<file path="src/include/i3c_target_cfg.svh">
// Build-time sizes, register offsets and reset values for the I3C target; include where needed
`ifndef I3C_TARGET_CFG_SVH
`define I3C_TARGET_CFG_SVH

// Byte queue sizing, level counts 0 to depth
`define I3C_FIFO_DEPTH 8
`define I3C_FIFO_LEVEL_W 4

// Host bus
`define I3C_APB_ADDR_W 8

// Static address after reset
`define I3C_RST_STATIC_ADDR 7'h22

// Register offsets
`define I3C_REG_CTRL 8'h00
`define I3C_REG_ADDR 8'h04
`define I3C_REG_STATUS 8'h08
`define I3C_REG_EVENTS 8'h0C
`define I3C_REG_RX_DATA 8'h10
`define I3C_REG_TX_DATA 8'h14

`endif
</file>
<file path="src/hdl/i3c_target_pkg.sv">
// Shared vector types and the target state encoding, imported by the I3C target RTL
`default_nettype none

`include "i3c_target_cfg.svh"

package i3c_target_pkg;

  // One data byte on the bus
  typedef logic [7:0] byte_t;

  // 7-bit bus address without the RnW bit
  typedef logic [6:0] addr7_t;

  // Queue fill level
  typedef logic [`I3C_FIFO_LEVEL_W-1:0] level_t;

  typedef logic [`I3C_APB_ADDR_W-1:0] apb_addr_t;
  typedef logic [31:0] reg_t;

  typedef enum logic [2:0] {
    IDLE,
    ADDR,
    ADDR_ACK,
    WR_DATA,
    WR_ACK,
    RD_DATA,
    RD_ACK,
    WAIT_STOP
  } target_state_e;

endpackage

`default_nettype wire

</file>
<file path="src/hdl/i3c_target_top.sv">
// Top level of the I3C/I2C SDR target: bus monitor, FSM, RX/TX queues and APB registers
`timescale 1ns/1ps
`default_nettype none

module i3c_target_top
  import i3c_target_pkg::*;
(
  input  logic      clk_i,
  input  logic      reset_i,
  input  logic      scl_i,
  input  logic      sda_i,
  input  logic      psel_i,
  input  logic      penable_i,
  input  logic      pwrite_i,
  input  apb_addr_t paddr_i,
  input  reg_t      pwdata_i,
  output logic      sda_o,
  output reg_t      prdata_o,
  output logic      pready_o,
  output logic      pslverr_o,
  output logic      irq_o
);

  logic sda_s;
  logic bus_start;
  logic bus_stop;
  logic scl_rise;
  logic scl_fall;
  logic bus_busy;

  logic enable;
  addr7_t own_addr;

  logic rx_push;
  logic rx_pop;
  logic rx_full;
  byte_t rx_wdata;
  byte_t rx_rdata;
  level_t rx_level;

  logic tx_push;
  logic tx_pop;
  logic tx_empty;
  byte_t tx_wdata;
  byte_t tx_rdata;
  level_t tx_level;

  logic ev_addr_match;
  logic ev_rx_overflow;
  logic ev_host_nack;
  logic ev_tx_underrun;

  bus_monitor u_bus_monitor (
    .clk_i(clk_i),
    .reset_i(reset_i),
    .scl_i(scl_i),
    .sda_i(sda_i),
    .scl_s_o(),
    .sda_s_o(sda_s),
    .start_o(bus_start),
    .stop_o(bus_stop),
    .scl_rise_o(scl_rise),
    .scl_fall_o(scl_fall),
    .busy_o(bus_busy)
  );

  target_fsm u_target_fsm (
    .clk_i(clk_i),
    .reset_i(reset_i),
    .enable_i(enable),
    .own_addr_i(own_addr),
    .sda_s_i(sda_s),
    .start_i(bus_start),
    .stop_i(bus_stop),
    .scl_rise_i(scl_rise),
    .scl_fall_i(scl_fall),
    .sda_o(sda_o),
    .rx_full_i(rx_full),
    .rx_push_o(rx_push),
    .rx_data_o(rx_wdata),
    .tx_empty_i(tx_empty),
    .tx_data_i(tx_rdata),
    .tx_pop_o(tx_pop),
    .ev_addr_match_o(ev_addr_match),
    .ev_rx_overflow_o(ev_rx_overflow),
    .ev_host_nack_o(ev_host_nack),
    .ev_tx_underrun_o(ev_tx_underrun)
  );

  // Bus to host
  byte_fifo rx_fifo (
    .clk_i(clk_i),
    .reset_i(reset_i),
    .push_i(rx_push),
    .push_data_i(rx_wdata),
    .pop_i(rx_pop),
    .pop_data_o(rx_rdata),
    .full_o(rx_full),
    .empty_o(),
    .level_o(rx_level)
  );

  // Host to bus
  byte_fifo tx_fifo (
    .clk_i(clk_i),
    .reset_i(reset_i),
    .push_i(tx_push),
    .push_data_i(tx_wdata),
    .pop_i(tx_pop),
    .pop_data_o(tx_rdata),
    .full_o(),
    .empty_o(tx_empty),
    .level_o(tx_level)
  );

  target_csr u_target_csr (
    .clk_i(clk_i),
    .reset_i(reset_i),
    .psel_i(psel_i),
    .penable_i(penable_i),
    .pwrite_i(pwrite_i),
    .paddr_i(paddr_i),
    .pwdata_i(pwdata_i),
    .prdata_o(prdata_o),
    .pready_o(pready_o),
    .pslverr_o(pslverr_o),
    .rx_level_i(rx_level),
    .tx_level_i(tx_level),
    .rx_data_i(rx_rdata),
    .busy_i(bus_busy),
    .ev_start_i(bus_start),
    .ev_stop_i(bus_stop),
    .ev_addr_match_i(ev_addr_match),
    .ev_rx_overflow_i(ev_rx_overflow),
    .ev_host_nack_i(ev_host_nack),
    .ev_tx_underrun_i(ev_tx_underrun),
    .enable_o(enable),
    .own_addr_o(own_addr),
    .rx_pop_o(rx_pop),
    .tx_push_o(tx_push),
    .tx_data_o(tx_wdata),
    .irq_o(irq_o)
  );

endmodule

`default_nettype wire

</file>
<file path="src/hdl/target_csr.sv">
// APB register block: control, addresses, status, W1C event flags and queue data windows
`timescale 1ns/1ps
`default_nettype none

`include "i3c_target_cfg.svh"

module target_csr
  import i3c_target_pkg::*;
(
  input  logic      clk_i,
  input  logic      reset_i,
  input  logic      psel_i,
  input  logic      penable_i,
  input  logic      pwrite_i,
  input  apb_addr_t paddr_i,
  input  reg_t      pwdata_i,
  output reg_t      prdata_o,
  output logic      pready_o,
  output logic      pslverr_o,

  input  level_t    rx_level_i,
  input  level_t    tx_level_i,
  input  byte_t     rx_data_i,
  input  logic      busy_i,
  input  logic      ev_start_i,
  input  logic      ev_stop_i,
  input  logic      ev_addr_match_i,
  input  logic      ev_rx_overflow_i,
  input  logic      ev_host_nack_i,
  input  logic      ev_tx_underrun_i,

  output logic      enable_o,
  output addr7_t    own_addr_o,
  output logic      rx_pop_o,
  output logic      tx_push_o,
  output byte_t     tx_data_o,
  output logic      irq_o
);

  logic access;
  logic wr_en;
  logic rd_en;
  logic addr_mapped;
  logic addr_ro;
  logic ctrl_enable_q;
  logic [5:0] irq_mask_q;
  addr7_t static_addr_q;
  addr7_t dyn_addr_q;
  logic dyn_valid_q;
  logic [5:0] events_q;
  logic [5:0] ev_in;
  logic [5:0] ev_clear;
  reg_t rd_data;

  assign access = psel_i && penable_i;
  assign wr_en = access && pwrite_i;
  assign rd_en = access && !pwrite_i;

  // Read mux and offset decode
  always_comb begin
    rd_data = '0;
    addr_mapped = 1'b1;
    addr_ro = 1'b0;
    case (paddr_i)
      `I3C_REG_CTRL: begin
        rd_data[0] = ctrl_enable_q;
        rd_data[13:8] = irq_mask_q;
      end
      `I3C_REG_ADDR: begin
        rd_data[6:0] = static_addr_q;
        rd_data[14:8] = dyn_addr_q;
        rd_data[15] = dyn_valid_q;
      end
      `I3C_REG_STATUS: begin
        rd_data[`I3C_FIFO_LEVEL_W-1:0] = rx_level_i;
        rd_data[8 +: `I3C_FIFO_LEVEL_W] = tx_level_i;
        rd_data[16] = busy_i;
        addr_ro = 1'b1;
      end
      `I3C_REG_EVENTS: rd_data[5:0] = events_q;
      `I3C_REG_RX_DATA: begin
        // Empty queue reads as zero
        if (rx_level_i != '0) begin
          rd_data[7:0] = rx_data_i;
        end
        addr_ro = 1'b1;
      end
      `I3C_REG_TX_DATA: rd_data = '0;
      default: addr_mapped = 1'b0;
    endcase
  end

  assign prdata_o = rd_data;
  assign pready_o = 1'b1;
  assign pslverr_o = access && (!addr_mapped || (pwrite_i && addr_ro));

  assign rx_pop_o = rd_en && (paddr_i == `I3C_REG_RX_DATA) && (rx_level_i != '0);
  assign tx_push_o = wr_en && (paddr_i == `I3C_REG_TX_DATA);
  assign tx_data_o = pwdata_i[7:0];

  assign ev_in = {ev_tx_underrun_i, ev_host_nack_i, ev_rx_overflow_i,
                  ev_addr_match_i, ev_stop_i, ev_start_i};
  assign ev_clear = (wr_en && (paddr_i == `I3C_REG_EVENTS)) ? pwdata_i[5:0] : '0;

  always_ff @(posedge clk_i) begin
    if (reset_i) begin
      ctrl_enable_q <= 1'b0;
      irq_mask_q <= '0;
      static_addr_q <= `I3C_RST_STATIC_ADDR;
      dyn_addr_q <= '0;
      dyn_valid_q <= 1'b0;
      events_q <= '0;
    end else begin
      if (wr_en && (paddr_i == `I3C_REG_CTRL)) begin
        ctrl_enable_q <= pwdata_i[0];
        irq_mask_q <= pwdata_i[13:8];
      end
      if (wr_en && (paddr_i == `I3C_REG_ADDR)) begin
        static_addr_q <= pwdata_i[6:0];
        dyn_addr_q <= pwdata_i[14:8];
        dyn_valid_q <= pwdata_i[15];
      end
      // A new event wins over a clear of the same bit
      events_q <= (events_q & ~ev_clear) | ev_in;
    end
  end

  assign enable_o = ctrl_enable_q;
  assign own_addr_o = dyn_valid_q ? dyn_addr_q : static_addr_q;
  assign irq_o = |(events_q & irq_mask_q);

endmodule

`default_nettype wire

</file>
<file path="src/hdl/byte_fifo.sv">
// First-word-fall-through byte queue with fill level, used for the RX and TX paths
`timescale 1ns/1ps
`default_nettype none

`include "i3c_target_cfg.svh"

module byte_fifo
  import i3c_target_pkg::*;
#(
  parameter int unsigned DEPTH = `I3C_FIFO_DEPTH
) (
  input  logic   clk_i,
  input  logic   reset_i,
  input  logic   push_i,
  input  byte_t  push_data_i,
  input  logic   pop_i,
  output byte_t  pop_data_o,
  output logic   full_o,
  output logic   empty_o,
  output level_t level_o
);

  localparam int unsigned PtrW = (DEPTH > 1) ? $clog2(DEPTH) : 1;

  byte_t mem_q [DEPTH];
  logic [PtrW-1:0] wr_ptr_q;
  logic [PtrW-1:0] rd_ptr_q;
  level_t level_q;
  logic do_push;
  logic do_pop;

  assign full_o = (level_q == level_t'(DEPTH));
  assign empty_o = (level_q == '0);
  assign do_push = push_i && !full_o;
  assign do_pop = pop_i && !empty_o;

  always_ff @(posedge clk_i) begin
    if (reset_i) begin
      wr_ptr_q <= '0;
      rd_ptr_q <= '0;
      level_q <= '0;
    end else begin
      // Pointers wrap on their own for a power-of-two depth
      if (do_push) begin
        wr_ptr_q <= wr_ptr_q + 1'b1;
      end
      if (do_pop) begin
        rd_ptr_q <= rd_ptr_q + 1'b1;
      end
      if (do_push && !do_pop) begin
        level_q <= level_q + 1'b1;
      end else if (do_pop && !do_push) begin
        level_q <= level_q - 1'b1;
      end
    end
  end

  always_ff @(posedge clk_i) begin
    if (do_push) begin
      mem_q[wr_ptr_q] <= push_data_i;
    end
  end

  assign pop_data_o = mem_q[rd_ptr_q];
  assign level_o = level_q;

endmodule

`default_nettype wire

</file>
<file path="src/hdl/target_fsm.sv">
// Target-side bus state machine: address match, ACK/NACK, byte shifting and event pulses
`timescale 1ns/1ps
`default_nettype none

module target_fsm
  import i3c_target_pkg::*;
(
  input  logic   clk_i,
  input  logic   reset_i,
  input  logic   enable_i,
  input  addr7_t own_addr_i,
  input  logic   sda_s_i,
  input  logic   start_i,
  input  logic   stop_i,
  input  logic   scl_rise_i,
  input  logic   scl_fall_i,
  output logic   sda_o,

  input  logic   rx_full_i,
  output logic   rx_push_o,
  output byte_t  rx_data_o,

  input  logic   tx_empty_i,
  input  byte_t  tx_data_i,
  output logic   tx_pop_o,

  output logic   ev_addr_match_o,
  output logic   ev_rx_overflow_o,
  output logic   ev_host_nack_o,
  output logic   ev_tx_underrun_o
);

  target_state_e state_q;
  logic [2:0] bit_cnt_q;
  byte_t shift_q;
  byte_t tx_byte;
  logic rnw_q;
  logic ack_phase_q;
  logic nack_q;
  logic addr_hit;

  // Address bits sit in shift_q[6:0] when the RnW bit is sampled
  assign addr_hit = enable_i && (shift_q[6:0] == own_addr_i);

  // Empty queue sends all ones
  assign tx_byte = tx_empty_i ? 8'hFF : tx_data_i;

  assign rx_data_o = shift_q;

  always_ff @(posedge clk_i) begin
    if (reset_i) begin
      state_q <= IDLE;
      bit_cnt_q <= '0;
      shift_q <= '0;
      rnw_q <= 1'b0;
      ack_phase_q <= 1'b0;
      nack_q <= 1'b0;
      sda_o <= 1'b1;
      rx_push_o <= 1'b0;
      tx_pop_o <= 1'b0;
      ev_addr_match_o <= 1'b0;
      ev_rx_overflow_o <= 1'b0;
      ev_host_nack_o <= 1'b0;
      ev_tx_underrun_o <= 1'b0;
    end else begin
      rx_push_o <= 1'b0;
      tx_pop_o <= 1'b0;
      ev_addr_match_o <= 1'b0;
      ev_rx_overflow_o <= 1'b0;
      ev_host_nack_o <= 1'b0;
      ev_tx_underrun_o <= 1'b0;

      if (start_i) begin
        // Also a repeated START, abort and take a new address
        state_q <= ADDR;
        bit_cnt_q <= '0;
        ack_phase_q <= 1'b0;
        sda_o <= 1'b1;
      end else if (stop_i) begin
        state_q <= IDLE;
        ack_phase_q <= 1'b0;
        sda_o <= 1'b1;
      end else begin
        case (state_q)
          ADDR: begin
            if (scl_rise_i) begin
              shift_q <= {shift_q[6:0], sda_s_i};
              bit_cnt_q <= bit_cnt_q + 3'd1;
              if (bit_cnt_q == 3'd7) begin
                rnw_q <= sda_s_i;
                if (addr_hit) begin
                  state_q <= ADDR_ACK;
                  ev_addr_match_o <= 1'b1;
                end else begin
                  state_q <= WAIT_STOP;
                end
              end
            end
          end

          ADDR_ACK: begin
            if (scl_fall_i) begin
              if (!ack_phase_q) begin
                sda_o <= 1'b0;
                ack_phase_q <= 1'b1;
              end else begin
                ack_phase_q <= 1'b0;
                if (rnw_q) begin
                  // First read bit goes out as the ACK clock ends
                  state_q <= RD_DATA;
                  shift_q <= tx_byte;
                  sda_o <= tx_byte[7];
                  tx_pop_o <= !tx_empty_i;
                  ev_tx_underrun_o <= tx_empty_i;
                end else begin
                  state_q <= WR_DATA;
                  sda_o <= 1'b1;
                end
              end
            end
          end

          WR_DATA: begin
            if (scl_rise_i) begin
              shift_q <= {shift_q[6:0], sda_s_i};
              bit_cnt_q <= bit_cnt_q + 3'd1;
              if (bit_cnt_q == 3'd7) begin
                state_q <= WR_ACK;
                nack_q <= rx_full_i;
                rx_push_o <= !rx_full_i;
                ev_rx_overflow_o <= rx_full_i;
              end
            end
          end

          WR_ACK: begin
            if (scl_fall_i) begin
              if (!ack_phase_q) begin
                sda_o <= nack_q;
                ack_phase_q <= 1'b1;
              end else begin
                ack_phase_q <= 1'b0;
                sda_o <= 1'b1;
                state_q <= nack_q ? WAIT_STOP : WR_DATA;
              end
            end
          end

          RD_DATA: begin
            if (scl_fall_i) begin
              bit_cnt_q <= bit_cnt_q + 3'd1;
              if (bit_cnt_q == 3'd7) begin
                // Release for the master's ACK bit
                sda_o <= 1'b1;
                state_q <= RD_ACK;
              end else begin
                shift_q <= {shift_q[6:0], 1'b1};
                sda_o <= shift_q[6];
              end
            end
          end

          RD_ACK: begin
            if (scl_rise_i && !ack_phase_q) begin
              if (sda_s_i) begin
                ev_host_nack_o <= 1'b1;
                state_q <= WAIT_STOP;
              end else begin
                ack_phase_q <= 1'b1;
              end
            end else if (scl_fall_i && ack_phase_q) begin
              ack_phase_q <= 1'b0;
              state_q <= RD_DATA;
              shift_q <= tx_byte;
              sda_o <= tx_byte[7];
              tx_pop_o <= !tx_empty_i;
              ev_tx_underrun_o <= tx_empty_i;
            end
          end

          default: begin
            // IDLE and WAIT_STOP only leave on START or STOP
            sda_o <= 1'b1;
          end
        endcase
      end
    end
  end

endmodule

`default_nettype wire

</file>
<file path="src/hdl/bus_monitor.sv">
// Synchronizes SCL/SDA and decodes START, STOP and SCL edges for the target FSM
`timescale 1ns/1ps
`default_nettype none

module bus_monitor (
  input  logic clk_i,
  input  logic reset_i,
  input  logic scl_i,
  input  logic sda_i,
  output logic scl_s_o,
  output logic sda_s_o,
  output logic start_o,
  output logic stop_o,
  output logic scl_rise_o,
  output logic scl_fall_o,
  output logic busy_o
);

  logic [1:0] scl_sync_q;
  logic [1:0] sda_sync_q;
  logic scl_q;
  logic sda_q;
  logic start_d;
  logic stop_d;

  // Compare the synchronized level against the delayed copy
  assign start_d = scl_sync_q[1] && scl_q && sda_q && !sda_sync_q[1];
  assign stop_d = scl_sync_q[1] && scl_q && !sda_q && sda_sync_q[1];

  always_ff @(posedge clk_i) begin
    if (reset_i) begin
      // Idle bus has both lines high
      scl_sync_q <= 2'b11;
      sda_sync_q <= 2'b11;
      scl_q <= 1'b1;
      sda_q <= 1'b1;
      start_o <= 1'b0;
      stop_o <= 1'b0;
      scl_rise_o <= 1'b0;
      scl_fall_o <= 1'b0;
      busy_o <= 1'b0;
    end else begin
      scl_sync_q <= {scl_sync_q[0], scl_i};
      sda_sync_q <= {sda_sync_q[0], sda_i};
      scl_q <= scl_sync_q[1];
      sda_q <= sda_sync_q[1];
      start_o <= start_d;
      stop_o <= stop_d;
      scl_rise_o <= scl_sync_q[1] && !scl_q;
      scl_fall_o <= !scl_sync_q[1] && scl_q;
      if (start_d) begin
        busy_o <= 1'b1;
      end else if (stop_d) begin
        busy_o <= 1'b0;
      end
    end
  end

  // Delayed levels line up with the registered pulses
  assign scl_s_o = scl_q;
  assign sda_s_o = sda_q;

endmodule

`default_nettype wire

</file>
<file path="config.mk">
export PLATFORM = sky130hd
export DESIGN_NAME = i3c_target_top
export DESIGN_NICKNAME = d
export VERILOG_FILES = /design/src/hdl/i3c_target_pkg.sv /design/src/hdl/i3c_target_top.sv /design/src/hdl/target_csr.sv /design/src/hdl/byte_fifo.sv /design/src/hdl/target_fsm.sv /design/src/hdl/bus_monitor.sv
export VERILOG_INCLUDE_DIRS = /design/src /design/src/include
export SDC_FILE = /design/constraint.sdc
export NUM_CORES = 1
export LEC_CHECK = 0
export ABC_AREA = 1
export BUFFER_PORTS_ARGS = -buffer_cell sky130_fd_sc_hd__buf_2
export CAP_MARGIN = 20
export CORE_UTILIZATION = 59
export DETAILED_ROUTE_END_ITERATION = 12
export PLACE_DENSITY_LB_ADDON = 0.3
export SYNTH_ARGS = -nofsm -noshare
export SYNTH_HDL_FRONTEND = slang
export SYNTH_SLANG_ARGS = --single-unit
export TNS_END_PERCENT = 30
</file>
<file path="constraint.sdc">
create_clock -name clk_i -period 3.45 [get_ports clk_i]
set_clock_uncertainty 0.2 [all_clocks]
set_input_delay 0.5175 -clock clk_i [delete_from_list [all_inputs] [get_ports clk_i]]
set_output_delay 0.5175 -clock clk_i [all_outputs]
set_load 0.02 [all_outputs]
</file>
# Yosys cells after proc, flatten, opt, wreduce, memory -nomap -nowiden
# Memories as Yosys holds them, arrays and structs flattened. A register that Yosys moved wholly into a read port is not among the register bits.
# Cells that the tools add are included.
[op_classes]
n_addsub = 9
eq_ne = 46
muxes = 90
bitwise = 13
reduce_logical = 75
[ops]
columns = ["operator", "count"]
rows = [
  ["$mux W8", 10],
  ["$mux W3", 22],
  ["$mux W1", 38],
  ["$pmux W8 S4", 1],
  ["$logic_and A1 B1 Y1", 29],
  ["$reduce_and A13 Y1", 2],
  ["$reduce_or A6 Y1", 4],
  ["$ne A4 B3 Y1 const B", 5],
  ["$ne A4 B4 Y1 const B", 5],
  ["$ne A2 B1 Y1 const B", 9],
  ["$pmux W3 S6", 1],
  ["$eq A8 B4 Y1 const B", 2],
  ["$eq A8 B5 Y1 const B", 2],
  ["$mux W4", 4],
  ["$add A3 B1 Y3 const B", 5],
  ["$logic_not A1 Y1", 15],
  ["$ne A2 B2 Y1 const B", 7],
  ["$and A6 B6 Y6", 2],
  ["$eq A3 B3 Y1 const B", 4],
  ["$pmux W3 S4", 1],
  ["$pmux W4 S3", 1],
  ["$reduce_and A11 Y1", 1],
  ["$pmux W1 S5", 2],
  ["$reduce_and A5 Y1", 2],
  ["other kinds (33)", 59],
]
[word_totals]
ff_bits = 83
ramBits = 128
inputBits = 47
word_cells = 270
memories = 2
[mem_list]
columns = ["name", "words", "width", "rd", "rd_ports_with_merged_regs", "wr", "line_no", "text"]
rows = [
  ["rx_fifo.mem_q", 8, 8, 1, 1, 1, "byte_fifo.sv:25", "byte_t mem_q [DEPTH];"],
  ["tx_fifo.mem_q", 8, 8, 1, 1, 1, "byte_fifo.sv:25", ""],
]

# Logic depth before layout (Yosys ltp)
[logic_depth]
ltp_word = 9
mapped_depth = 17
depth_no_buf = 17

# Cells and area by module
# Synthesis repeated with hierarchy kept, for this count alone.
[hier_totals]
hier_cells = 1225
hier_area_um2 = 10488.8
[modules_own_cells]
columns = ["mod", "instances", "cells_each", "area_per_inst_um2", "seq_area_each_um2"]
rows = [
  ["byte_fifo", 2, 312, 3308.2, 2182.1],
  ["target_csr", 1, 294, 1826.8, 560.5],
  ["target_fsm", 1, 272, 1702.9, 480.5],
  ["bus_monitor", 1, 35, 342.8, 220.2],
]

# Least setup slack after synthesis
# Ideal clock, no wire load.
[synth_path]
path_kind = "in2reg"
from = "in psel_i"
to = "reg tx_fifo.level_q[3] (netlist: tx_fifo.level_o[3])"
setup_ns = 0.120
arrival_ns = 2.368
t_required_ns = 3.130
path_slack_ns = 0.762
cell_stages = 17
n_path_buf = 0
cell_sequence = "nand2_1 > nor2_2 > inv_2 > a31oi_1 > nand2_1 > inv_2 > ha_1 > inv_1 > ha_1 > nand2_1 > nand2_1 > a21oi_1 > nor2_1 > nor2_1 > nand2_1 > o21ai_0 > a21oi_1"
[synth_via]
elab_chain_cells = 7
word_cells_on_any_way = 9
[synth_lines]
columns = ["element", "line_no", "text"]
rows = [
  ["start: declaration", "i3c_target_top.sv:12", "input logic psel_i,"],
  ["$logic_and A1 B1 Y1 *", "target_csr.sv:55", "assign access = psel_i && penable_i;"],
  ["$logic_and A1 B1 Y1 *", "target_csr.sv:56", "assign wr_en = access && pwrite_i;"],
  ["$logic_and A1 B1 Y1 *", "target_csr.sv:98", "assign tx_push_o = wr_en && (paddr_i == `I3C_REG_TX_DATA);"],
  ["$logic_and A1 B1 Y1 *", "byte_fifo.sv:34", "assign do_push = push_i && !full_o;"],
  ["named net tx_fifo.do_push", "byte_fifo.sv:29", "logic do_push;"],
  ["$logic_not A1 Y1", "byte_fifo.sv:52", "end else if (do_pop && !do_push) begin"],
  ["$logic_and A1 B1 Y1", "byte_fifo.sv:52", ""],
  ["$reduce_bool A2 Y1 (no source line)", "n/a", ""],
  ["end signal: assignment", "byte_fifo.sv:51", "level_q <= level_q + 1'b1;"],
  ["end signal: assignment", "byte_fifo.sv:53", "level_q <= level_q - 1'b1;"],
  ["end: declaration", "byte_fifo.sv:28", "level_t level_q;"],
]
# The timed path passes the listed nets; every way through them passes the cells marked *.
# A chain may end at the register's enable or synchronous reset.

==> results.md <==
* Largest family of logic cells by synthesized area: simple AND/OR/NAND/NOR gates
* Clock sink count at 217
* RSZ-0062 raised after global routing: false
* Worst-path fanout max at 26
* Root Driver: clkbuf_16
* Fin area at 10700 um2
* Setup CP Type: flop to primary output
* FILL cells at 1278
* Status: completed
* Pre-CTS setup slack at 0.271 ns
* Post-DP Area at 9940 um2
* Synth Area in Adders at 2.00%
* Die H at 129 um
* Mapped Area at 9500 um2
* CORE AREA at 15800 um2
* Max Clk Rate at 308 MHz
* Delay-heaviest family, CP: buffers and inverters
* Ys async rst share at 0%
* Clock Latency Late Sink at 0.50 ns
* Final hold vios at 0
* # IOs at 83
* Crit. End Element: primary output
* Setup violators final at 0
* Fin. max-slew vios at 0
* Post-synthesis mux area share at 0%
* CP Data Arrival Time at 2.53 ns
* HP Class: input pin to flop
* Initial core utilization at 60.2%
* Average size of a mapped cell at 9.31 um2
* Via count of the first global-routing pass at 7186
* Total power at 6.18 mW
* PnR worst setup slack at 0.200 ns
* Leakage power at 4.09 nW
* Synthesized flop and latch total at 217
* Share of layout cells above drive strength 1 at 12.1%
* Dominant synthesized flop cell: edfxtp_1
* Post-synth cell types at 40
* VDD IR max at 0.000471 V
* Complex-gate fraction of the synthesized area at 11.1%
* Synth Instances at 1020
* Post-Synth XOR/XNOR Area at 0.461%
* CTS Buf Count at 22
* DR vias/cell at 5.78
* DR DRC count at 0
* MaxCap Viol Count at 0
* Initial drt markers at 781
* WP buf/inv at 3
* Vias at 7563
* Number of port buffers at 50
* Clk buf depth at 3
* Power density over the cells at 579 nW/um2
* Hold slack at 0.0671 ns
* GP Congestion at 0.955
* Tot GR Track Use at 29.2%
* Max stage delay on crit path at 0.56 ns
* Actual slew at the worst max-slew pin at 1.01 ns
* # diodes at 0
* Clock transition at path regs at 0.06 ns
* Simple-gate share of the synthesized area at 20.5%
* Synth top area cells: edfxtp_1 40%, dfxtp_1 19%, nand2_1 7.5%
* Number of synthesized flops with an enable pin at 128
* Area grow syn2layout at 12.4%
* CP max stage cell: inv_1
* Global-route wire length before repair at 36.8 mm
* Die area at 16600 um2
* CTS tree: yes
* Pin count of the biggest net entering global routing at 34
* Cell type with the highest aggregate area in the netlist: edfxtp_1
* Die W at 129 um
* Synth top area share at 40.5%
* Data required time of the worst path at 2.73 ns
* H-tree depth at 1
* DR WL/cell at 17.9 um
* Fin nets at 1138
* First-pass iteration count of the detailed router at 7
* Commonest cells post-synth: 191 x nand2_1, 128 x edfxtp_1, 121 x nor2_1, 93 x nand3_1, 89 x dfxtp_1
* Dpl hpwl at 15.6 mm
* Global route total overflow at 0
* Final min period at 3.25 ns
* Top-count cell post-synth: nand2_1
* Post-route antenna net violation count at 0
* Final WL at 23.4 mm
* Total negative slack at 0 ns
* Max_slew headroom at 32.6%
* Register area share after synthesis at 59.2%
* Final period util at 94.2%
* Critical-path cell list: inv_1 > buf_4 > o21ai_0 > o221ai_1 > nand3_1 > o2111ai_1 > buf_2
* Initial antenna violation count at 0
* Critical Path Start Type: flop
* Site row count at 46
* Ys Warns at 0
power breakdown:
part           internal [mW]  leakage, nW  total (mW)  switching [mW]
logic                  0.243         1.85       0.729           0.485
registers               2.92         1.89        3.12           0.207
clock network           1.36        0.359        2.33           0.970
worst register-to-register path, delay by kind of cell (launching register included):
kind / cells / cell delay (ns)
AND/OR/NAND/NOR: 8 / 0.78
buffers and inverters: 4 / 0.53
adder cells (fa/ha/maj): 2 / 0.47
AO/OA/AOI/OAI: 3 / 0.36
flip-flops: 1 / 0.34
registers in the layout, summed over array words and instances (netlist names), 2 cells and up, named ones only:
| name | flops |
|---|---|
| u_bus_monitor.sda_sync_q | 2 |
| u_target_csr.irq_mask_q | 6 |
| tx_fifo.rd_ptr_q | 3 |
| u_target_fsm.rx_data_o | 8 |
| rx_fifo.rd_ptr_q | 3 |
| u_target_csr.static_addr_q | 7 |
| u_bus_monitor.scl_sync_q | 2 |
| tx_fifo.mem_q | 64 |
| rx_fifo.level_o | 4 |
| u_target_fsm.state_q | 3 |
| tx_fifo.level_o | 4 |
| u_target_csr.events_q | 6 |
| u_target_fsm.bit_cnt_q | 3 |
| tx_fifo.wr_ptr_q | 3 |
| u_target_csr.dyn_addr_q | 7 |
| rx_fifo.mem_q | 64 |
| rx_fifo.wr_ptr_q | 3 |
cells in the final DEF (no fill, tap or decap), types with 24 or more instances in the layout:
cell and n:
a21oi_1 60, buf_2 50, clkbuf_16 24, dfxtp_1 88, edfxtp_1 128, inv_1 88
nand2_1 191, nand3_1 93, nor2_1 121, o21ai_0 72
cell type report:
cell class | instances | area, um2 | area share [%]
Clock inverter | 7 | 37.5 | 0.352
Tap cell | 216 | 270 | 2.53
Inverter | 98 | 368 | 3.45
Multi-Input combinational cell | 670 | 3300 | 30.9
Timing Repair Buffer | 68 | 403 | 3.77
Sequential cell | 217 | 5630 | 52.7
Clock buffer | 33 | 674 | 6.32
kinds of logic after synthesis:
logic type | after synthesis
AOI/OAI and AO/OA | 182
xor gates and xnor gates | 5
adders and majority gates | 14
buffers and inverters | 147
DFF | 217
other | 2
and+or+nand+nor | 453
metrics by stage:
stage,utilization [%],instances
final,67.7,1309
after CTS,67.7,1309
after detailed placement,63.1,1267
after global placement,63.1,1267
after floorplan,-,1034
after global routing,67.7,1309
final timing paths:
kind,slack (ns),end,cells after the start,startpoint
setup / recovery,0.20,prdata_o[2],7,flop
hold / removal,0.07,u_target_csr.dyn_addr_q[2],3,pwdata_i[10]
setup reg to reg,0.64,rx_fifo.level_o[3],17,rx_fifo.level_o[0]
hold reg to reg,0.21,u_bus_monitor.scl_sync_q[1],1,u_bus_monitor.scl_sync_q[0]
layer usage:
layer | routed length, um | track usage, %
met1 | 9550 | 39.5
met2 | 11200 | 48.4
met3 | 1900 | 3.62
met4 | 748 | 11.6
met5 | 0 | 0
timing repair:
action                     CTS  global route
hold buffers                 2             0
setup endpoints to repair    0             1
resized for setup            0             1
hold endpoints to repair     2             0
setup buffers                0             0
(Power assumes the default switching activity.)
